$ cat config.mk
export PLATFORM = sky130hd
export DESIGN_NAME = ramBlock
export DESIGN_NICKNAME = d
export VERILOG_FILES = /design/src/hdl/ramBusPkg.sv /design/src/hdl/sramPkg.sv /design/src/hdl/ramCsr.sv /design/src/hdl/ufiCmdFifo.sv /design/src/hdl/sramCtrl.sv /design/src/hdl/ramUnit.sv /design/src/hdl/ramBlock.sv
export SDC_FILE = /design/constraint.sdc
export NUM_CORES = 1
export LEC_CHECK = 0
export ABC_AREA = 1
export BUFFER_PORTS_ARGS = -buffer_cell sky130_fd_sc_hd__buf_2
export CAP_MARGIN = 10
export CORE_ASPECT_RATIO = 1.75
export CORE_MARGIN = 2
export CORE_UTILIZATION = 35
export DETAILED_ROUTE_END_ITERATION = 10
export SYNTH_ARGS = -nofsm -noshare
export SYNTH_HDL_FRONTEND = slang
export SYNTH_SLANG_ARGS = --single-unit
$ cat constraint.sdc
create_clock -name sysClk -period 3.05 [get_ports sysClk]
set_input_delay 0 -clock sysClk [delete_from_list [all_inputs] [get_ports sysClk]]
set_output_delay 0 -clock sysClk [all_outputs]
set_load 0.02 [all_outputs]
$ cat src/hdl/ramBusPkg.sv
// Bus-side types for the external SRAM manager
// USI control bus and UFI data bus requests and responses, plus CSR word layout

package ramBusPkg;

	// -------------------------------------------------------------------------
	// Widths and CSR map
	// -------------------------------------------------------------------------
	localparam int UFI_ID_W   = 3;
	localparam int RAM_ADRS_W = 19;
	localparam int RAM_DQ_W   = 8;

	localparam logic [15:0] CSR_CTRL   = 16'h0000;	// Enable and flush
	localparam logic [15:0] CSR_TIMING = 16'h0004;	// Wait-state count
	localparam logic [15:0] CSR_LASTRD = 16'h0008;	// Last SRAM read byte

	// USI control bus
	typedef struct packed {
		logic        wr;
		logic        rd;
		logic [31:0] adrs;	// Top byte selects the block
		logic [31:0] wd;
	} usiReqT;

	typedef struct packed {
		logic        valid;	// One-cycle strobe
		logic [31:0] rd;
	} usiRspT;

	// UFI data bus
	typedef struct packed {
		logic                  valid;
		logic                  cmd;	// High read, low write
		logic [RAM_ADRS_W-1:0] adrs;
		logic [RAM_DQ_W-1:0]   data;
		logic [UFI_ID_W-1:0]   id;
	} ufiReqT;

	typedef struct packed {
		logic                valid;
		logic [RAM_DQ_W-1:0] data;
		logic [UFI_ID_W-1:0] id;
	} ufiRspT;

	// Two views of one CSR write word
	typedef struct packed {
		logic [29:0] spare;
		logic        flush;	// Self-clearing
		logic        enable;
	} ctrlT;

	typedef struct packed {
		logic [27:0] spare;
		logic [3:0]  waitCycles;
	} timingT;

	typedef union packed {
		ctrlT   ctrl;
		timingT timing;
	} csrWordU;

endpackage

$ cat src/hdl/sramPkg.sv
// Pin-side definitions for the asynchronous SRAM
// Strobe bundle, wait-state type and default timing

package sramPkg;

	// Wait states stretch the strobe low time
	typedef logic [3:0] waitT;

	localparam waitT WAIT_RESET = 4'd2;	// waitCycles after reset

	// SRAM pins, DQ carried as separate out and enable
	typedef struct packed {
		logic [ramBusPkg::RAM_ADRS_W-1:0] adrs;
		logic [ramBusPkg::RAM_DQ_W-1:0]   dqOut;
		logic                             dqOe;	// High drives DQ
		logic                             ceN;	// Chip enable
		logic                             oeN;	// Output enable
		logic                             weN;	// Write enable
	} sramPinsT;

endpackage

$ cat src/hdl/ramCsr.sv
// CSR space of the SRAM manager on the USI bus
// Block decode, enable, flush and wait-state registers, last read byte

`timescale 1ns/1ps

module ramCsr #(
	parameter logic [7:0] blockAdrs = 8'h06
)(
	input  logic              sysClk,
	input  logic              rstN,
	input  ramBusPkg::usiReqT usiReq,
	output ramBusPkg::usiRspT usiRsp,
	input  ramBusPkg::ufiRspT lastRd,
	output logic              enable,
	output logic              flush,
	output sramPkg::waitT     waitCycles
);
	import ramBusPkg::*;
	import sramPkg::*;

	logic                hit;
	logic [15:0]         offset;
	csrWordU             wrWord;
	logic [RAM_DQ_W-1:0] lastByte;
	logic [31:0]         rdMux;

	assign hit    = usiReq.adrs[31:24] == blockAdrs;	// Block select
	assign offset = usiReq.adrs[15:0];
	assign wrWord = usiReq.wd;

	// ------------------------------------------------------------------------
	// Register writes
	// ------------------------------------------------------------------------
	always_ff @(posedge sysClk)
	begin
		if (!rstN)
		begin
			enable     <= 1'b1;	// Engine runs out of reset
			flush      <= 1'b0;
			waitCycles <= WAIT_RESET;
		end
		else
		begin
			flush <= 1'b0;	// Strobe by default
			if (usiReq.wr && hit)
			begin
				case (offset)
					CSR_CTRL:
					begin
						enable <= wrWord.ctrl.enable;
						flush  <= wrWord.ctrl.flush;
					end
					CSR_TIMING: waitCycles <= wrWord.timing.waitCycles;
					default: ;	// Unmapped or read-only
				endcase
			end
		end
	end

	// Latch byte of every response strobe
	always_ff @(posedge sysClk)
	begin
		if (lastRd.valid)
			lastByte <= lastRd.data;
	end

	// ------------------------------------------------------------------------
	// Readback
	// ------------------------------------------------------------------------
	always_comb
	begin
		case (offset)
			CSR_CTRL:   rdMux = {31'd0, enable};	// Flush reads zero
			CSR_TIMING: rdMux = {28'd0, waitCycles};
			CSR_LASTRD: rdMux = {24'd0, lastByte};
			default:    rdMux = '0;
		endcase
	end

	always_ff @(posedge sysClk)
	begin
		usiRsp.rd <= rdMux;
		if (!rstN)
			usiRsp.valid <= 1'b0;
		else
			usiRsp.valid <= usiReq.rd && hit;	// Misses stay silent
	end

	// Master never issues both at once
	assert property (@(posedge sysClk) disable iff (!rstN) !(usiReq.wr && usiReq.rd));

endmodule

$ cat src/hdl/ufiCmdFifo.sv
// UFI command queue
// Circular buffer with flush, entry count and ready level

`timescale 1ns/1ps

module ufiCmdFifo #(
	parameter int fifoDepth = 8
)(
	input  logic              sysClk,
	input  logic              rstN,
	input  ramBusPkg::ufiReqT push,
	input  logic              pop,
	input  logic              flush,
	output ramBusPkg::ufiReqT head,
	output logic              empty,
	output logic              rdy
);
	import ramBusPkg::*;

	localparam int PTR_W = (fifoDepth > 1) ? $clog2(fifoDepth) : 1;

	ufiReqT           mem [0:fifoDepth-1];	// Entry storage
	logic [PTR_W-1:0] wrPtr;
	logic [PTR_W-1:0] rdPtr;
	logic [PTR_W:0]   count;	// One extra bit for full
	logic             full;
	logic             doPush;
	logic             doPop;

	// Wrap at depth, also for odd depths
	function automatic logic [PTR_W-1:0] nextPtr(input logic [PTR_W-1:0] ptr);
		if (ptr == PTR_W'(fifoDepth - 1))
			return '0;
		return ptr + 1'b1;
	endfunction

	assign full   = count == (PTR_W + 1)'(fifoDepth);
	assign empty  = count == '0;
	assign rdy    = !full;
	assign doPush = push.valid && !full;
	assign doPop  = pop && !empty;
	assign head   = mem[rdPtr];	// Valid in the pop cycle

	always_ff @(posedge sysClk)
	begin
		if (doPush)
			mem[wrPtr] <= push;
	end

	always_ff @(posedge sysClk)
	begin
		if (!rstN || flush)
		begin
			wrPtr <= '0;
			rdPtr <= '0;
			count <= '0;
		end
		else
		begin
			if (doPush)
				wrPtr <= nextPtr(wrPtr);
			if (doPop)
				rdPtr <= nextPtr(rdPtr);
			case ({doPush, doPop})
				2'b10:   count <= count + 1'b1;
				2'b01:   count <= count - 1'b1;
				default: ;	// Both or neither
			endcase
		end
	end

	// Master honours rdy, unit honours empty
	assert property (@(posedge sysClk) disable iff (!rstN) push.valid |-> !full);
	assert property (@(posedge sysClk) disable iff (!rstN) pop |-> !empty);

endmodule

$ cat src/hdl/sramCtrl.sv
// Wait-state sequencer for the asynchronous SRAM
// Drives CE, OE and WE, samples the read byte and returns it with its ID

`timescale 1ns/1ps

module sramCtrl (
	input  logic                              sysClk,
	input  logic                              rstN,
	input  ramBusPkg::ufiReqT                 cmd,
	input  logic                              start,
	output logic                              idle,
	input  sramPkg::waitT                     waitCycles,
	output sramPkg::sramPinsT                 sramPins,
	input  logic [ramBusPkg::RAM_DQ_W-1:0]    dqIn,
	output ramBusPkg::ufiRspT                 rsp
);
	import ramBusPkg::*;
	import sramPkg::*;

	typedef enum logic [1:0] {ST_IDLE, ST_ACTIVE, ST_RECOVER} stateT;

	stateT                 state;
	waitT                  cnt;	// Low cycles left
	logic                  ceN;
	logic                  oeN;
	logic                  weN;
	logic                  dqOe;
	logic                  rspValid;
	logic                  isRead;
	logic [RAM_ADRS_W-1:0] adrsQ;
	logic [RAM_DQ_W-1:0]   dataQ;
	logic [UFI_ID_W-1:0]   idQ;
	logic [RAM_DQ_W-1:0]   rdByte;
	logic                  lastLow;

	assign idle    = state == ST_IDLE;
	assign lastLow = (state == ST_ACTIVE) && (cnt == '0);

	// ------------------------------------------------------------------------
	// Sequencer
	// ------------------------------------------------------------------------
	always_ff @(posedge sysClk)
	begin
		if (!rstN)
		begin
			state    <= ST_IDLE;
			cnt      <= '0;
			ceN      <= 1'b1;
			oeN      <= 1'b1;
			weN      <= 1'b1;
			dqOe     <= 1'b0;
			rspValid <= 1'b0;
		end
		else
		begin
			rspValid <= 1'b0;
			case (state)
				ST_IDLE:
				if (start)
				begin
					state <= ST_ACTIVE;
					cnt   <= waitCycles;	// waitCycles+1 low cycles
					ceN   <= 1'b0;
					oeN   <= !cmd.cmd;
					weN   <= cmd.cmd;
					dqOe  <= !cmd.cmd;	// Drive DQ only on writes
				end
				ST_ACTIVE:
				if (lastLow)
				begin
					state    <= ST_RECOVER;
					ceN      <= 1'b1;
					oeN      <= 1'b1;
					weN      <= 1'b1;
					dqOe     <= 1'b0;
					rspValid <= isRead;	// Writes get no response
				end
				else
					cnt <= cnt - 1'b1;
				ST_RECOVER: state <= ST_IDLE;	// One idle cycle, strobes high
				default:    state <= ST_IDLE;
			endcase
		end
	end

	// Command payload, held for the whole access
	always_ff @(posedge sysClk)
	begin
		if (idle && start)
		begin
			isRead <= cmd.cmd;
			adrsQ  <= cmd.adrs;
			dataQ  <= cmd.data;
			idQ    <= cmd.id;
		end
		if (lastLow)
			rdByte <= dqIn;	// Sample in last low cycle
	end

	assign sramPins.adrs  = adrsQ;
	assign sramPins.dqOut = dataQ;
	assign sramPins.dqOe  = dqOe;
	assign sramPins.ceN   = ceN;
	assign sramPins.oeN   = oeN;
	assign sramPins.weN   = weN;

	assign rsp.valid = rspValid;
	assign rsp.data  = rdByte;
	assign rsp.id    = idQ;

	// Read and write strobes are exclusive on the pins
	assert property (@(posedge sysClk) disable iff (!rstN) sramPins.weN || sramPins.oeN);

endmodule

$ cat src/hdl/ramUnit.sv
// SRAM engine of the manager
// Command queue feeding the wait-state sequencer, issue gated by enable

`timescale 1ns/1ps

module ramUnit #(
	parameter int fifoDepth = 8
)(
	input  logic                           sysClk,
	input  logic                           rstN,
	input  ramBusPkg::ufiReqT              ufiReq,
	output ramBusPkg::ufiRspT              ufiRsp,
	output logic                           rdy,
	input  logic                           enable,
	input  logic                           flush,
	input  sramPkg::waitT                  waitCycles,
	output sramPkg::sramPinsT              sramPins,
	input  logic [ramBusPkg::RAM_DQ_W-1:0] dqIn
);
	import ramBusPkg::*;

	ufiReqT head;	// Oldest queued command
	logic   empty;
	logic   ctrlIdle;
	logic   pop;

	// Pop only what the sequencer can take now
	assign pop = ctrlIdle && !empty && enable;

	ufiCmdFifo #(
		.fifoDepth  (fifoDepth)
	) ufiCmdFifo_inst (
		.sysClk     (sysClk),
		.rstN       (rstN),
		.push       (ufiReq),
		.pop        (pop),
		.flush      (flush),
		.head       (head),
		.empty      (empty),
		.rdy        (rdy)
	);

	sramCtrl sramCtrl_inst (
		.sysClk     (sysClk),
		.rstN       (rstN),
		.cmd        (head),
		.start      (pop),
		.idle       (ctrlIdle),
		.waitCycles (waitCycles),
		.sramPins   (sramPins),
		.dqIn       (dqIn),
		.rsp        (ufiRsp)
	);

endmodule

$ cat src/hdl/ramBlock.sv
// External SRAM manager, top level
// UFI data path through ramUnit, USI control through ramCsr

`timescale 1ns/1ps

module ramBlock #(
	parameter logic [7:0] blockAdrs = 8'h06,	// USI block select
	parameter int         fifoDepth = 8	// Command queue entries
)(
	input  logic                           sysClk,
	input  logic                           rstN,
	input  ramBusPkg::usiReqT              usiReq,
	output ramBusPkg::usiRspT              usiRsp,
	input  ramBusPkg::ufiReqT              ufiReq,
	output ramBusPkg::ufiRspT              ufiRsp,
	output logic                           rdy,
	output sramPkg::sramPinsT              sramPins,
	input  logic [ramBusPkg::RAM_DQ_W-1:0] dqIn
);
	import sramPkg::*;

	logic enable;
	logic flush;
	waitT waitCycles;

	ramUnit #(
		.fifoDepth  (fifoDepth)
	) ramUnit_inst (
		.sysClk     (sysClk),
		.rstN       (rstN),
		.ufiReq     (ufiReq),
		.ufiRsp     (ufiRsp),
		.rdy        (rdy),
		.enable     (enable),
		.flush      (flush),
		.waitCycles (waitCycles),
		.sramPins   (sramPins),
		.dqIn       (dqIn)
	);

	// Response also feeds the last read CSR
	ramCsr #(
		.blockAdrs  (blockAdrs)
	) ramCsr_inst (
		.sysClk     (sysClk),
		.rstN       (rstN),
		.usiReq     (usiReq),
		.usiRsp     (usiRsp),
		.lastRd     (ufiRsp),
		.enable     (enable),
		.flush      (flush),
		.waitCycles (waitCycles)
	);

endmodule

==> impl_metrics.py <==
metrics = {
    "synth": {
        "syn-instance-count": 1027,
        "yosys_warnings": 0,
        "yosys.area.top_type": "edfxtp_1",
        "ys_types": 34,
        "syn_avg_cell_area_um2": 12.59,
        "syn_area_mm2": 0.01293,
        "ys_seq_elements": 334,
        "ys_seq_area_share_pct": 74.54,
        "synth_top_area_share_pct": 68.50,
        "ys_top_cells_by_area": "edfxtp_1, dfxtp_1, o21ai_0, nor2_1, nand2_1",
    },
    "die": {
        "ios": 185,
        "initial_core_util_pct": 35.28,
        "die_h_um": 258.3,
        "die_area_mm2": 0.03856,
        "rows": 93,
        "fp.dieW_um": 149.3,
        "core_area_mm2": 0.03665,
    },
    "drt": {
        "post_drt_wl_per_cell_um": 17.04,
        "firstDrtPassIters": 5,
        "ant_nets": 0,
        "drt-total-wl_mm": 29.15,
        "viasPerCell": 4.886,
        "drc_errors": 0,
        "drt-initial-drc-count": 483,
        "vias": 8360,
    },
    "cts": {
        "clkLatencyLatePin_ns": 0.56,
        "root_buffer": "clkbuf_16",
        "clock-sinks": 334,
        "tritoncts": "done",
        "cts_resized": 0,
        "cts.reportedPaths.clkPinSlew_ns": 0.06,
        "numCtsBuffers": 29,
        "cts_max_level": 1,
        "cts_buffer_depth": 3,
    },
    "place": {
        "dpl.hpwl_mm": 16.85,
        "io_buffers": 124,
        "gp_congestion": 0.7740,
        "post-place-ws_ns": 0.8063,
    },
    "power_and_ir_drop": {
        "power_mw": 13.02,
        "ir_worst_vdd_uv": 506.2,
        "p_per_area_mw_per_mm2": 838.2,
        "p_leak_nw": 5.683,
    },
    "setup_path": {
        "crit_path_max_incr_delay_ns": 0.57,
        "critPathBufInv": 5,
        "cp-end-kind": "register",
        "cp-start-kind": "input port",
        "crit_family": "buffers and inverters",
        "worst_path_most_repeated_cell": "dlygate4sd3_1",
        "cp_max_fo": 5,
        "worstPathCellList": "dlygate4sd3_1 -> buf_2 -> nor2_2 -> dlygate4sd3_1 -> nand3b_1 -> nand3b_1 -> nor2_2 -> nand2_1 -> dlygate4sd3_1 -> a21oi_1 -> dlygate4sd3_1",
        "arrival_ns": 3.24,
        "required_ns": 3.55,
        "critical_path_class": "in2reg",
        "slowest_stage": "dlygate4sd3_1",
    },
    "sta": {
        "fin_setup_tns_ns": 0,
        "timing.final.crit_share_pct": 89.65,
        "timing.final.ws_setup_ns": 0.3157,
        "hold_viol_final": 0,
        "slew_headroom_pct": 48.91,
        "clock-skew-final_ns": 0.01426,
        "max_freq_ghz": 0.3657,
        "rsz0062_at_grt": "no",
        "drv_slew": 0,
        "setup_viol": 0,
        "tightest_slew_ns": 0.7654,
        "layout_min_cycle_time_ns": 2.734,
    },
    "final_layout": {
        "fin_nets": 1328,
        "final_common_cell": "edfxtp_1",
        "area_delta_synth_final_pct": 20.11,
        "drive_above_1_share_pct": 16.69,
        "final_cell_mix": "edfxtp_1, nor2_1, nand2_1",
        "final_util_pct": 42.38,
    },
    "global_route": {
        "grt_pass1_vias": 8545,
        "grt_pass1_wl_mm": 45.13,
        "grt_use_total_pct": 14.98,
        "antenna_found_initial": 2,
        "overflow": 0,
        "grt_start_max_net_pins": 67,
    },
    "status": {
        "outcome": "completed",
    },
    "flow_run": {
        "cap_viol_max_count": 0,
    },
    "hold_path": {
        "min_path_type": "in2reg",
    },
}
final timing paths:
kind                            slack (ns)                                endpoint                                   from  cells past startpoint
worst min-delay path                  0.06               ramCsr_inst.waitCycles[0]                             usiReq[45]                      8
worst min register to register        0.44                   ramCsr_inst.usiRsp[3]                ramCsr_inst.lastByte[3]                      2
worst max-delay path                  0.32               ramCsr_inst.waitCycles[3]                             usiReq[32]                     11
worst max register to register        0.81  ramUnit_inst.ufiCmdFifo_inst.mem[1][2]  ramUnit_inst.ufiCmdFifo_inst.count[2]                      7
repair_timing:
| item | 4_1_cts | 5_1_grt |
|---|---|---|
| hold endpoints to repair | 286 | 0 |
| setup buffers | 0 | 0 |
| hold buffers | 65 | 0 |
worst reg2reg max path, cell delays in order (launching register included):
cell,delay [ns]
dfxtp_1,0.40
inv_1,0.08
nand3_1,0.14
nand2_2,0.13
nor2_1,0.11
inv_1,0.19
nor2_4,0.53
buf_4,0.34
area by class of cell:
type | instances | area [um2]
fill | 3315 | 21120
sequential | 334 | 9646
multi-input combinational | 602 | 2858
timing repair buffer | 207 | 1444
clock buffer | 37 | 755.7
tap | 475 | 594.3
inverter | 38 | 146.4
clock inverter | 16 | 85.08
antenna | 2 | 5.005
synthesized netlist by cell type (all sizes together):
library cell,number
conb,1
nand3,13
ha,8
and3,1
o22ai,61
edfxtp,295
buf,50
dfxtp,39
nor3b,1
nor2,172
nand4,1
o211ai,2
o21ai,143
nand2,149
nand3b,3
nor3,2
clkbuf,26
clkinv,1
and2,2
inv,37
a31oi,2
xor2,3
o211a,1
a21oi,14
layer usage:
| metal | global-route usage [%] | vias up | wire (um) |
|---|---|---|---|
| li1 | - | 3971 | - |
| met1 | 16.12 | 4064 | 10980 |
| met2 | 28.03 | 253 | 15570 |
| met3 | 2.535 | 72 | 1482 |
| met4 | 7.169 | 0 | 1122 |
| met5 | 0 | - | 0 |
sequential cells by signal, summed over array words and instances, names as in the netlist, 3 cells and up, named ones only:
register,cells
ramUnit_inst.sramCtrl_inst.idQ,3
ramUnit_inst.ufiCmdFifo_inst.wrPtr,3
ramCsr_inst.waitCycles,4
ramUnit_inst.sramCtrl_inst.dataQ,8
ramCsr_inst.usiRsp,9
ramUnit_inst.sramCtrl_inst.adrsQ,19
ramCsr_inst.lastByte,8
ramUnit_inst.ufiCmdFifo_inst.rdPtr,3
ramUnit_inst.ufiCmdFifo_inst.mem,248
ramUnit_inst.sramCtrl_inst.cnt,4
ramUnit_inst.ufiCmdFifo_inst.count,4
ramUnit_inst.sramCtrl_inst.rdByte,8
stage by stage:
| step | cells | cell area, um2 | hold WS (ns) |
|---|---|---|---|
| 2_1_floorplan | 1050 | 13020 | 0.09887 |
| 3_3_place_gp | 1591 | 14040 | 0.1777 |
| 3_5_place_dp | 1591 | 14040 | 0.1785 |
| 4_1_cts | 1709 | 15530 | 0.02236 |
| 5_1_grt | 1711 | 15530 | 0.09380 |
| 6_report | 1711 | 15530 | 0.05890 |
cell families (layout without fill, tap and decap cells):
kind of cell               Yosys count  in the layout  synth area share (%)
AOI/OAI and AO/OA                  223            223                 9.317
other                                1             26               0.02900
and+or+nand+nor                    344            344                 10.64
DFF                                334            334                 74.54
xor gates and xnor gates             3              3                0.2032
buffers and inverters              114            298                 4.499
adders and majority gates            8              8                0.7740
power by group:
group	leakage [nW]	internal (mW)	switching (mW)
logic	2.25	1.05	2.62
registers	3.02	5.79	0.223
clock network	0.411	1.75	1.59
total	5.68	8.60	4.42
No activity file was read; power rests on OpenSTA's default activity.
